<file path="src/rv_isa_pkg.sv">
/*
 * RV32I encoding constants: opcode groups, fn3 and fn7 codes,
 * register port indices and the base instruction field layout
 */
package rv_isa_pkg;

    //////////////////////////////////////////////////////////////////////
    // Opcode groups (instr[6:0])
    //////////////////////////////////////////////////////////////////////
    localparam logic [6:0] OPC_LUI       = 7'b0110111;
    localparam logic [6:0] OPC_AUIPC     = 7'b0010111;
    localparam logic [6:0] OPC_JAL       = 7'b1101111;
    localparam logic [6:0] OPC_JALR      = 7'b1100111;
    // OP-IMM group
    localparam logic [6:0] OPC_ARITH_IMM = 7'b0010011;
    // OP group
    localparam logic [6:0] OPC_ARITH_REG = 7'b0110011;

    //////////////////////////////////////////////////////////////////////
    // fn3 codes of the arithmetic groups
    //////////////////////////////////////////////////////////////////////
    localparam logic [2:0] FN3_ADD_SUB = 3'b000;
    localparam logic [2:0] FN3_SLL     = 3'b001;
    localparam logic [2:0] FN3_SLT     = 3'b010;
    localparam logic [2:0] FN3_SLTU    = 3'b011;
    localparam logic [2:0] FN3_XOR     = 3'b100;
    localparam logic [2:0] FN3_SRL_SRA = 3'b101;
    localparam logic [2:0] FN3_OR      = 3'b110;
    localparam logic [2:0] FN3_AND     = 3'b111;

    // JALR only exists with fn3 zero
    localparam logic [2:0] FN3_JALR    = 3'b000;

    //////////////////////////////////////////////////////////////////////
    // fn7 codes
    //////////////////////////////////////////////////////////////////////
    // Normal form
    localparam logic [6:0] FN7_BASE = 7'b0000000;
    // SUB and SRA/SRAI, only bit 30 set
    localparam logic [6:0] FN7_ALT  = 7'b0100000;

    // Bit positions in the uses_rs vector
    localparam int RS1 = 0;
    localparam int RS2 = 1;

    //////////////////////////////////////////////////////////////////////
    // R-type field layout
    //////////////////////////////////////////////////////////////////////
    // I-type immediate overlays fn7 and rs2
    // U-type immediate overlays fn7 down to fn3
    typedef struct packed {
        logic [6:0] fn7;
        logic [4:0] rs2;
        logic [4:0] rs1;
        logic [2:0] fn3;
        logic [4:0] rd;
        logic [6:0] opcode;
    } rv_instr_t;

endpackage

</file>
<file path="src/alu_types_pkg.sv">
/*
 * ALU path types: micro-op enum, incoming instruction packet,
 * issue packet and writeback packet
 */
package alu_types_pkg;

    // Tag width, identifies an instruction through the path
    localparam int TAG_W = 4;

    // Result source in the execute stage
    typedef enum logic [1:0] {
        ALU_CONSTANT = 2'd0,
        ALU_ADD_SUB  = 2'd1,
        ALU_SLT      = 2'd2,
        ALU_SHIFT    = 2'd3
    } alu_op_t;

    // Instruction with operands already read
    typedef struct packed {
        logic [31:0]      instr;
        logic [31:0]      rs1_data;
        logic [31:0]      rs2_data;
        logic [31:0]      pc;
        logic [TAG_W-1:0] tag;
    } alu_in_t;

    // Decoded micro-op, held in the issue FIFO
    typedef struct packed {
        alu_op_t          op;
        logic             subtract;
        logic             imm_type;
        logic             arith_shift;
        logic [2:0]       fn3;
        // rs1 data
        logic [31:0]      a;
        // Sign-extended I immediate or rs2 data
        logic [31:0]      b;
        logic [4:0]       shamt;
        // LUI imm, PC + AUIPC imm, or PC+4
        logic [31:0]      constant;
        logic [TAG_W-1:0] tag;
        logic [4:0]       rd;
    } alu_issue_t;

    // Writeback packet
    typedef struct packed {
        logic [31:0]      result;
        logic [TAG_W-1:0] tag;
        logic [4:0]       rd;
    } alu_wb_t;

endpackage

</file>
<file path="src/barrel_shifter.sv">
/*
 * 32-bit barrel shifter built on one right-shift array for all kinds
 */
`timescale 1ns/1ps

module barrel_shifter (
    input  logic [31:0] shift_in,
    input  logic [4:0]  shamt,
    input  logic        arith,
    input  logic        left,
    output logic [31:0] shift_out
);

    logic [31:0] rev_in;
    logic [31:0] pre;
    logic [31:0] shifted;
    logic [31:0] rev_out;
    logic        fill;

    // Left shifts run through the right shifter bit-reversed
    assign rev_in = {<<{shift_in}};
    assign pre    = left ? rev_in : shift_in;

    // Sign fill only for arithmetic right shifts
    assign fill = arith & ~left & shift_in[31];

    // 33-bit signed shift with the fill value in the extra bit
    always_comb begin
        logic [32:0] wide;
        wide    = 33'($signed({fill, pre}) >>> shamt);
        shifted = wide[31:0];
    end

    // Undo the reversal
    assign rev_out   = {<<{shifted}};
    assign shift_out = left ? rev_out : shifted;

endmodule

</file>
<file path="src/alu_issue_fifo.sv">
/*
 * Synchronous circular FIFO with a type parameter for the payload
 */
`timescale 1ns/1ps

module alu_issue_fifo #(
    parameter int  DEPTH = 4,
    parameter type payload_t = logic [31:0]
) (
    input  logic     clk,
    input  logic     rst_n,

    input  logic     push,
    input  payload_t wr_data,
    input  logic     pop,
    output payload_t rd_data,

    output logic     full,
    output logic     empty
);

    localparam int PTR_W = (DEPTH > 1) ? $clog2(DEPTH) : 1;
    localparam int CNT_W = $clog2(DEPTH + 1);
    localparam logic [PTR_W-1:0] LAST = PTR_W'(DEPTH - 1);

    payload_t         mem [DEPTH];
    logic [PTR_W-1:0] wr_ptr;
    logic [PTR_W-1:0] rd_ptr;
    logic [CNT_W-1:0] count;

    // Storage, no reset
    always_ff @(posedge clk) begin
        if (push) begin
            mem[wr_ptr] <= wr_data;
        end
    end

    //////////////////////////////////////////////////////////////////////
    // Pointers and occupancy
    //////////////////////////////////////////////////////////////////////
    // Wrap at DEPTH-1, depth need not be a power of two
    always_ff @(posedge clk or negedge rst_n) begin
        if (!rst_n) begin
            wr_ptr <= '0;
            rd_ptr <= '0;
            count  <= '0;
        end else begin
            if (push) begin
                wr_ptr <= (wr_ptr == LAST) ? '0 : wr_ptr + 1'b1;
            end
            if (pop) begin
                rd_ptr <= (rd_ptr == LAST) ? '0 : rd_ptr + 1'b1;
            end
            // Simultaneous push and pop keeps the count
            case ({push, pop})
                2'b10   : count <= count + 1'b1;
                2'b01   : count <= count - 1'b1;
                default : count <= count;
            endcase
        end
    end

    // Head of queue
    assign rd_data = mem[rd_ptr];

    assign full  = count == CNT_W'(DEPTH);
    assign empty = count == '0;

endmodule

</file>
<file path="src/alu_decoder.sv">
/*
 * ALU decoder: classifies an RV32I instruction, builds the issue
 * packet with immediates and constant result, and pushes it
 */
`timescale 1ns/1ps

module alu_decoder
    import rv_isa_pkg::*;
    import alu_types_pkg::*;
(
    input  logic       clk,
    input  logic       rst_n,

    input  logic       in_valid,
    input  alu_in_t    in_pkt,
    input  logic       fifo_full,

    output logic       push,
    output alu_issue_t push_pkt,
    output logic       reject,

    output logic [1:0] uses_rs,
    output logic       uses_rd
);

    rv_instr_t   instr;
    logic        is_lui;
    logic        is_auipc;
    logic        is_jal;
    logic        is_jalr;
    logic        is_imm;
    logic        is_reg;
    logic        is_upper;
    logic        is_alu;
    logic        imm_ok;
    logic        reg_ok;
    logic [31:0] imm_i;
    logic [31:0] imm_u;
    alu_op_t     op;
    logic [31:0] constant;

    //////////////////////////////////////////////////////////////////////
    // Classification
    //////////////////////////////////////////////////////////////////////
    assign instr = rv_instr_t'(in_pkt.instr);

    assign is_lui   = instr.opcode == OPC_LUI;
    assign is_auipc = instr.opcode == OPC_AUIPC;
    assign is_jal   = instr.opcode == OPC_JAL;
    assign is_jalr  = (instr.opcode == OPC_JALR) && (instr.fn3 == FN3_JALR);
    assign is_imm   = instr.opcode == OPC_ARITH_IMM;
    assign is_reg   = instr.opcode == OPC_ARITH_REG;
    assign is_upper = is_lui | is_auipc | is_jal | is_jalr;

    // Immediate shifts constrain fn7, all other OP-IMM forms take any imm
    always_comb begin
        case (instr.fn3)
            FN3_SLL     : imm_ok = instr.fn7 == FN7_BASE;
            FN3_SRL_SRA : imm_ok = instr.fn7 inside {FN7_BASE, FN7_ALT};
            default     : imm_ok = 1'b1;
        endcase
    end

    // Alternate fn7 only for SUB and SRA
    assign reg_ok = (instr.fn7 == FN7_BASE) ||
                    ((instr.fn7 == FN7_ALT) && (instr.fn3 inside {FN3_ADD_SUB, FN3_SRL_SRA}));

    assign is_alu = is_upper | (is_imm & imm_ok) | (is_reg & reg_ok);

    // Operand usage of the current packet, for the scoreboard
    always_comb begin
        uses_rs      = '0;
        uses_rs[RS1] = is_jalr | (is_imm & imm_ok) | (is_reg & reg_ok);
        uses_rs[RS2] = is_reg & reg_ok;
        uses_rd      = is_alu;
    end

    //////////////////////////////////////////////////////////////////////
    // Op select and immediates
    //////////////////////////////////////////////////////////////////////
    always_comb begin
        if (is_upper) begin
            op = ALU_CONSTANT;
        end else begin
            case (instr.fn3)
                FN3_SLT, FN3_SLTU    : op = ALU_SLT;
                FN3_SLL, FN3_SRL_SRA : op = ALU_SHIFT;
                default              : op = ALU_ADD_SUB;
            endcase
        end
    end

    // I immediate: fn7 and rs2 fields, sign-extended
    assign imm_i = {{20{instr.fn7[6]}}, instr.fn7, instr.rs2};
    // U immediate: upper 20 bits, low half zero
    assign imm_u = {in_pkt.instr[31:12], 12'b0};

    // Constant path: LUI, AUIPC, link value for JAL/JALR
    always_comb begin
        if (is_lui) begin
            constant = imm_u;
        end else if (is_auipc) begin
            constant = in_pkt.pc + imm_u;
        end else begin
            constant = in_pkt.pc + 32'd4;
        end
    end

    //////////////////////////////////////////////////////////////////////
    // Issue packet
    //////////////////////////////////////////////////////////////////////
    always_comb begin
        push_pkt.op          = op;
        push_pkt.imm_type    = is_imm;
        // SUB and both compares subtract
        push_pkt.subtract    = ~is_upper &
                               ((instr.fn3 inside {FN3_SLT, FN3_SLTU}) |
                                (is_reg & (instr.fn3 == FN3_ADD_SUB) & instr.fn7[5]));
        push_pkt.arith_shift = (instr.fn3 == FN3_SRL_SRA) & instr.fn7[5];
        push_pkt.fn3         = instr.fn3;
        push_pkt.a           = in_pkt.rs1_data;
        push_pkt.b           = is_imm ? imm_i : in_pkt.rs2_data;
        // Shift amount from rs2 field or rs2 data
        push_pkt.shamt       = is_imm ? instr.rs2 : in_pkt.rs2_data[4:0];
        push_pkt.constant    = constant;
        push_pkt.tag         = in_pkt.tag;
        push_pkt.rd          = instr.rd;
    end

    // Only the decoder checks for a full FIFO
    assign push = in_valid & is_alu & ~fifo_full;

    // Unsupported or dropped instruction, one cycle later
    always_ff @(posedge clk or negedge rst_n) begin
        if (!rst_n) begin
            reject <= 1'b0;
        end else begin
            reject <= in_valid & (~is_alu | fifo_full);
        end
    end

endmodule

</file>
<file path="src/alu_execute.sv">
/*
 * ALU execute stage: pops issue packets, computes add/sub, logic,
 * compare and shift results and registers the writeback packet
 */
`timescale 1ns/1ps

module alu_execute
    import rv_isa_pkg::*;
    import alu_types_pkg::*;
(
    input  logic       clk,
    input  logic       rst_n,

    input  logic       empty,
    input  alu_issue_t head,
    input  logic       wb_stall,
    output logic       pop,

    output logic       wb_valid,
    output alu_wb_t    wb_pkt
);

    logic [31:0] pre_a;
    logic [31:0] pre_b;
    logic        unsigned_cmp;
    logic [32:0] ext_a;
    logic [32:0] ext_b;
    logic [33:0] sum_full;
    logic [32:0] sum;
    logic [31:0] shift_out;
    logic [31:0] result;

    // Pop whenever there is work and writeback is free
    assign pop = ~empty & ~wb_stall;

    //////////////////////////////////////////////////////////////////////
    // Adder datapath
    //////////////////////////////////////////////////////////////////////
    // Logic ops combined up front, result passes the adder with b zeroed
    always_comb begin
        case (head.fn3)
            FN3_XOR : pre_a = head.a ^ head.b;
            FN3_OR  : pre_a = head.a | head.b;
            FN3_AND : pre_a = head.a & head.b;
            default : pre_a = head.a;
        endcase
        case (head.fn3)
            FN3_XOR,
            FN3_OR,
            FN3_AND : pre_b = '0;
            default : pre_b = head.b ^ {32{head.subtract}};
        endcase
    end

    // Zero extension for SLTU, sign extension otherwise
    assign unsigned_cmp = head.fn3 == FN3_SLTU;

    assign ext_a = {head.a[31] & ~unsigned_cmp, pre_a};
    assign ext_b = {(head.b[31] & ~unsigned_cmp) ^ head.subtract, pre_b};

    // Carry-in for subtract rides in the extra low bit
    assign sum_full = {ext_a, 1'b1} + {ext_b, head.subtract};
    assign sum      = sum_full[33:1];

    //////////////////////////////////////////////////////////////////////
    // Shifter
    //////////////////////////////////////////////////////////////////////
    // SLL has fn3[2] clear, SRL/SRA set
    barrel_shifter shifter (
        .shift_in  (head.a),
        .shamt     (head.shamt),
        .arith     (head.arith_shift),
        .left      (~head.fn3[2]),
        .shift_out (shift_out)
    );

    //////////////////////////////////////////////////////////////////////
    // Result select and writeback
    //////////////////////////////////////////////////////////////////////
    always_comb begin
        case (head.op)
            ALU_CONSTANT : result = head.constant;
            ALU_ADD_SUB  : result = sum[31:0];
            // Sign of the 33-bit difference is the less-than flag
            ALU_SLT      : result = {31'b0, sum[32]};
            default      : result = shift_out;
        endcase
    end

    // Valid pulse follows every pop
    always_ff @(posedge clk or negedge rst_n) begin
        if (!rst_n) begin
            wb_valid <= 1'b0;
        end else begin
            wb_valid <= pop;
        end
    end

    // Payload only loads on a pop
    always_ff @(posedge clk) begin
        if (pop) begin
            wb_pkt.result <= result;
            wb_pkt.tag    <= head.tag;
            wb_pkt.rd     <= head.rd;
        end
    end

endmodule

</file>
<file path="src/alu_subsystem_top.sv">
/*
 * ALU path top level: decoder, issue FIFO and execute stage
 */
`timescale 1ns/1ps

module alu_subsystem_top
    import alu_types_pkg::*;
#(
    parameter int FIFO_DEPTH = 4
) (
    input  logic       clk,
    input  logic       rst_n,

    input  logic       in_valid,
    input  alu_in_t    in_pkt,
    input  logic       wb_stall,

    output logic       fifo_full,
    output logic       reject,
    output logic [1:0] uses_rs,
    output logic       uses_rd,

    output logic       wb_valid,
    output alu_wb_t    wb_pkt
);

    // Decoder to FIFO
    logic       push;
    alu_issue_t push_pkt;

    // FIFO to execute
    logic       pop;
    logic       empty;
    alu_issue_t head;

    alu_decoder decoder (
        .clk       (clk),
        .rst_n     (rst_n),
        .in_valid  (in_valid),
        .in_pkt    (in_pkt),
        .fifo_full (fifo_full),
        .push      (push),
        .push_pkt  (push_pkt),
        .reject    (reject),
        .uses_rs   (uses_rs),
        .uses_rd   (uses_rd)
    );

    // Holds packets while writeback stalls
    alu_issue_fifo #(
        .DEPTH     (FIFO_DEPTH),
        .payload_t (alu_issue_t)
    ) issue_fifo (
        .clk     (clk),
        .rst_n   (rst_n),
        .push    (push),
        .wr_data (push_pkt),
        .pop     (pop),
        .rd_data (head),
        .full    (fifo_full),
        .empty   (empty)
    );

    alu_execute execute (
        .clk      (clk),
        .rst_n    (rst_n),
        .empty    (empty),
        .head     (head),
        .wb_stall (wb_stall),
        .pop      (pop),
        .wb_valid (wb_valid),
        .wb_pkt   (wb_pkt)
    );

endmodule

</file>
<file path="config.mk">
export PLATFORM = sky130hd
export DESIGN_NAME = alu_subsystem_top
export DESIGN_NICKNAME = d
export VERILOG_FILES = /design/src/rv_isa_pkg.sv /design/src/alu_types_pkg.sv /design/src/barrel_shifter.sv /design/src/alu_issue_fifo.sv /design/src/alu_decoder.sv /design/src/alu_execute.sv /design/src/alu_subsystem_top.sv
export SDC_FILE = /design/constraint.sdc
export NUM_CORES = 1
export LEC_CHECK = 0
export BUFFER_PORTS_ARGS = -buffer_cell sky130_fd_sc_hd__buf_2
export CAP_MARGIN = 20
export CELL_PAD_IN_SITES_DETAIL_PLACEMENT = 1
export CELL_PAD_IN_SITES_GLOBAL_PLACEMENT = 2
export CORE_ASPECT_RATIO = 1.2
export CORE_MARGIN = 4
export CORE_UTILIZATION = 25
export DETAILED_ROUTE_END_ITERATION = 16
export GPL_TIMING_DRIVEN = 0
export PLACE_DENSITY_LB_ADDON = 0.3
export SYNTH_ARGS = -nofsm -noshare
export SYNTH_HDL_FRONTEND = slang
export SYNTH_SLANG_ARGS = --single-unit
</file>
<file path="constraint.sdc">
create_clock -name clk -period 7.8 [get_ports clk]
set_input_delay 1.17 -clock clk [delete_from_list [all_inputs] [get_ports clk]]
set_output_delay 1.17 -clock clk [all_outputs]
set_load 0.02 [all_outputs]
</file>
==> impl_metrics.ini <==
[global_route]
track_usage_pct = 17.6
grt_max_degree = 52
global_route.overflow_total = 0
first_global_vias = 21400
antenna_violations_before_repair = 5
wire_length_of_the_first_global_routing_pass_um = 152000

[clocking]
clkSlewWorstSetupHoldPaths_ns = 0.06
cts.root.buffer_cell = sky130_fd_sc_hd__clkbuf_16
clkLatencyLatePin_ns = 0.60
setup_fix_buffers_added_after_clock_tree_synthesis = 0
ctsHoldBuffers = 0
numCtsBuffers = 51
clock_tree_from_tritoncts = done
clock_tree.buffer_depth = 3
cts.sinks = 498
cts.htree.levels = 2

[synth]
yosys.cell_types.count = 77
syn-num-nets = 2443
ys_ff_latch = 498
post_synth_instance_area_mm2 = 0.0279
syn_area_per_cell_um2 = 12.8
synth_async_sr_flop_share_pct = 1.81
synthTopCellsByArea = sky130_fd_sc_hd__edfxtp_1, sky130_fd_sc_hd__mux4_2, sky130_fd_sc_hd__ha_1, sky130_fd_sc_hd__mux2i_1, sky130_fd_sc_hd__nand2_1
synth_warnings = 0
ys_seq_area_share_pct = 53.5
synth_top_area_cell = sky130_fd_sc_hd__edfxtp_1
synthFlopType = sky130_fd_sc_hd__edfxtp_1
synth-edff-count = 489
share_of_the_synthesized_area_in_the_top_cell_type_pct = 52.7
post_synth_inst_count = 2182

[worst_setup_path]
r2r_cells = 21
rr_startpoint = issue_fifo.rd_ptr[1]
worst_setup_path_start_kind = flip-flop
worst_setup_path_end_kind = flip-flop
cp.arrival_ns = 7.65
cp_max_fo = 19
ff2ff_setup_slack_ns = 0.46
worst-endpoint-required_ns = 8.12
r2r_end = execute.wb_pkt[36]
crit_type = reg -> reg

[floorplan]
design.die.area_mm2 = 0.117
core_mm2 = 0.110
die_width_um = 313
start_util_pct = 25.3
floorplan.die.height_um = 374
ioPinCount = 183
num_rows = 133

[finish]
areaGrowthSynthToFinish_pct = 16.8
layout_commonest_cell = sky130_fd_sc_hd__edfxtp_1
final_area_mm2 = 0.0326
post-route-util_pct = 29.6
layout_common_cells = sky130_fd_sc_hd__edfxtp_1, sky130_fd_sc_hd__buf_2, sky130_fd_sc_hd__nand2_1
multi_input_area_mm2 = 0.0121
drive_above_1_share_pct = 20.4
finish.net_count = 2685
layout.filler_cells = 12100
ff_latch_area_mm2 = 0.0149
antenna_cells_inserted = 0

[place]
dp.final_hpwl_um = 82900
placed_cell_area_mm2 = 0.0309
gpl.final_weighted_congestion = 0.895
io_buffer_count = 181

[timing]
finalWorstPathRequiredPeriod_ns = 7.34
worst_slew_pin_slew_ns = 1.31
worst_clock_skew_ns = 0.0172
setup_violations = 0
fmax_ghz = 0.136
min_period_over_period_pct = 94.0
final-max-slew-violation-count = 0
timing.max_slew.rel_slack_pct = 12.8
timing.final.hold_violations = 0
rsz_0062_raised_after_global_routing = no

[drt]
post_drt_via_cell_ratio = 5.06
avgRoutedWirePerCell_um = 26.7
detail_route.wirelength_um = 105000
dr_total_vias = 20000
detailed_routing_iteration_count_for_the_pre_antenna_repair_pass = 5
antenna_left = 0
drtIter0Drc = 1241
route.detailed.drc = 0

[status]
outcome = complete, no violations

[pwr]
ir_drop_mv = 0.203
leakagePower_nw = 11.7
power.density_mw_per_mm2 = 489

[run]
drv_cap = 0

[hold_path]
worstHoldPathType = in -> async
-- layer usage --
metal  vias to the layer above  GRT usage [%]  wire length, µm
li1                       8928              -                -
met1                     10400           22.2            44100
met2                       506           31.6            54100
met3                       133           1.70             3500
met4                         0           5.90             3700
met5                         -              0                0
-- kinds of logic after synthesis --
logic type | share of synthesized area, %
and+or+nand+nor | 7.85
xor gates and xnor gates | 3.14
buffers and inverters | 3.28
AOI/OAI and AO/OA | 12.2
muxes | 14.3
adders and majority gates | 5.69
DFF | 53.5
-- report_power, final --
part / switching (mW) / total, mW / leakage [nW] / internal (mW)
Clock: 1.02 / 2.32 / 0.766 / 1.30
Combinational: 6.88 / 10.3 / 6.39 / 3.44
Sequential: 0.0679 / 3.26 / 4.54 / 3.19
-- what timing repair did --
action                                  4_1_cts  5_1_grt
endpoints found under the setup margin        7        7
cloned                                        0        0
pin swaps                                     0        0
gates resized for setup                       4       14
-- synthesized netlist by cell type, types with 8 or more instances --
library cell,n
sky130_fd_sc_hd__a21o_1,49
sky130_fd_sc_hd__o22ai_1,37
sky130_fd_sc_hd__nor3_1,31
sky130_fd_sc_hd__o221ai_1,11
sky130_fd_sc_hd__nand2b_1,13
sky130_fd_sc_hd__mux2i_1,69
sky130_fd_sc_hd__o21ai_1,20
sky130_fd_sc_hd__a221o_1,16
sky130_fd_sc_hd__ha_1,122
sky130_fd_sc_hd__a31oi_1,16
sky130_fd_sc_hd__a221oi_1,9
sky130_fd_sc_hd__o211ai_1,18
sky130_fd_sc_hd__buf_2,20
sky130_fd_sc_hd__a211o_1,10
sky130_fd_sc_hd__nand2_1,175
sky130_fd_sc_hd__dfrtp_1,9
sky130_fd_sc_hd__inv_2,8
sky130_fd_sc_hd__xnor2_1,65
sky130_fd_sc_hd__buf_1,28
sky130_fd_sc_hd__edfxtp_1,489
sky130_fd_sc_hd__o21bai_1,9
sky130_fd_sc_hd__nor2b_1,8
sky130_fd_sc_hd__a211oi_1,31
sky130_fd_sc_hd__o21ai_0,98
sky130_fd_sc_hd__mux2_2,38
sky130_fd_sc_hd__or3_1,8
sky130_fd_sc_hd__and3_1,23
sky130_fd_sc_hd__buf_4,11
sky130_fd_sc_hd__mux4_2,124
sky130_fd_sc_hd__a22oi_1,30
sky130_fd_sc_hd__o21a_1,9
sky130_fd_sc_hd__clkbuf_1,65
sky130_fd_sc_hd__inv_1,80
sky130_fd_sc_hd__a21oi_1,114
sky130_fd_sc_hd__xor2_1,35
sky130_fd_sc_hd__nor2_1,149
sky130_fd_sc_hd__nand3_1,31
sky130_fd_sc_hd__nand4_1,13
sky130_fd_sc_hd__and2_1,9
-- worst max path at each step --
stage	from	endpoint	slack (ns)	cells after the start
6_report	issue_fifo.rd_ptr[1]	execute.wb_pkt[36]	0.46	21
4_1_cts	issue_fifo.rd_ptr[1]	execute.wb_pkt[36]	0.003	19
3_3_place_gp	in_pkt[103]	issue_fifo.mem[1][63]	-1.38	11
5_1_grt	issue_fifo.rd_ptr[1]	execute.wb_pkt[36]	0.02	24
3_5_place_dp	issue_fifo.rd_ptr[1]	execute.wb_pkt[36]	-0.57	19
2_1_floorplan	in_pkt[103]	issue_fifo.mem[1][0]	1.49	9
-- layout make-up --
class                   instances  area share (%)
clock inverters                41           0.934
multi-input cells            1467            37.2
plain buffers                 124            1.79
well taps                    1485            5.71
inverters                      89            1.03
flip-flops and latches        498            45.8
repair buffers                193            3.65
clock buffers                  53            3.94
-- sequential cells by signal, indices dropped and copies added, names as in the netlist --
| register | count |
|---|---|
| decoder.reject | 1 |
| execute.wb_valid | 1 |
| issue_fifo.rd_ptr | 2 |
| issue_fifo.mem | 448 |
| execute.wb_pkt | 41 |
| issue_fifo.count | 3 |
| issue_fifo.wr_ptr | 2 |
-- stage by stage --
stage | hold slack [ns] | power, mW | TNS (ns) | setup WS [ns] | instances
2_1_floorplan | 0.457 | 9.50 | 0 | 1.49 | 2182
3_3_place_gp | 0.474 | 13.4 | -608.86 | -1.38 | 3848
3_5_place_dp | 0.512 | 13.5 | -1.46 | -0.573 | 3860
4_1_cts | 0.444 | 15.9 | 0 | 0.00295 | 3952
5_1_grt | 0.461 | 16.8 | 0 | 0.0235 | 3950
6_report | 0.477 | 15.9 | 0 | 0.464 | 3950
-- worst max-delay path: stages, from the launching register on --
cell                       delay (ns)
sky130_fd_sc_hd__dfrtp_1         0.42
sky130_fd_sc_hd__buf_4           0.27
sky130_fd_sc_hd__buf_4           0.30
sky130_fd_sc_hd__mux4_2          0.38
sky130_fd_sc_hd__buf_2           0.33
sky130_fd_sc_hd__buf_4           0.26
sky130_fd_sc_hd__buf_2           0.40
sky130_fd_sc_hd__o21a_1          0.44
sky130_fd_sc_hd__buf_2           0.39
sky130_fd_sc_hd__clkbuf_2        0.31
sky130_fd_sc_hd__nor2_1          0.09
sky130_fd_sc_hd__ha_1            0.27
sky130_fd_sc_hd__clkbuf_1        0.18
sky130_fd_sc_hd__a211o_1         0.33
sky130_fd_sc_hd__a311o_1         0.36
sky130_fd_sc_hd__a31oi_1         0.34
sky130_fd_sc_hd__o31a_1          0.29
sky130_fd_sc_hd__o21ai_1         0.20
sky130_fd_sc_hd__a311o_1         0.45
sky130_fd_sc_hd__o41ai_4         0.41
sky130_fd_sc_hd__xor2_1          0.13
sky130_fd_sc_hd__o221ai_1        0.47
(Power assumes the default switching activity.)
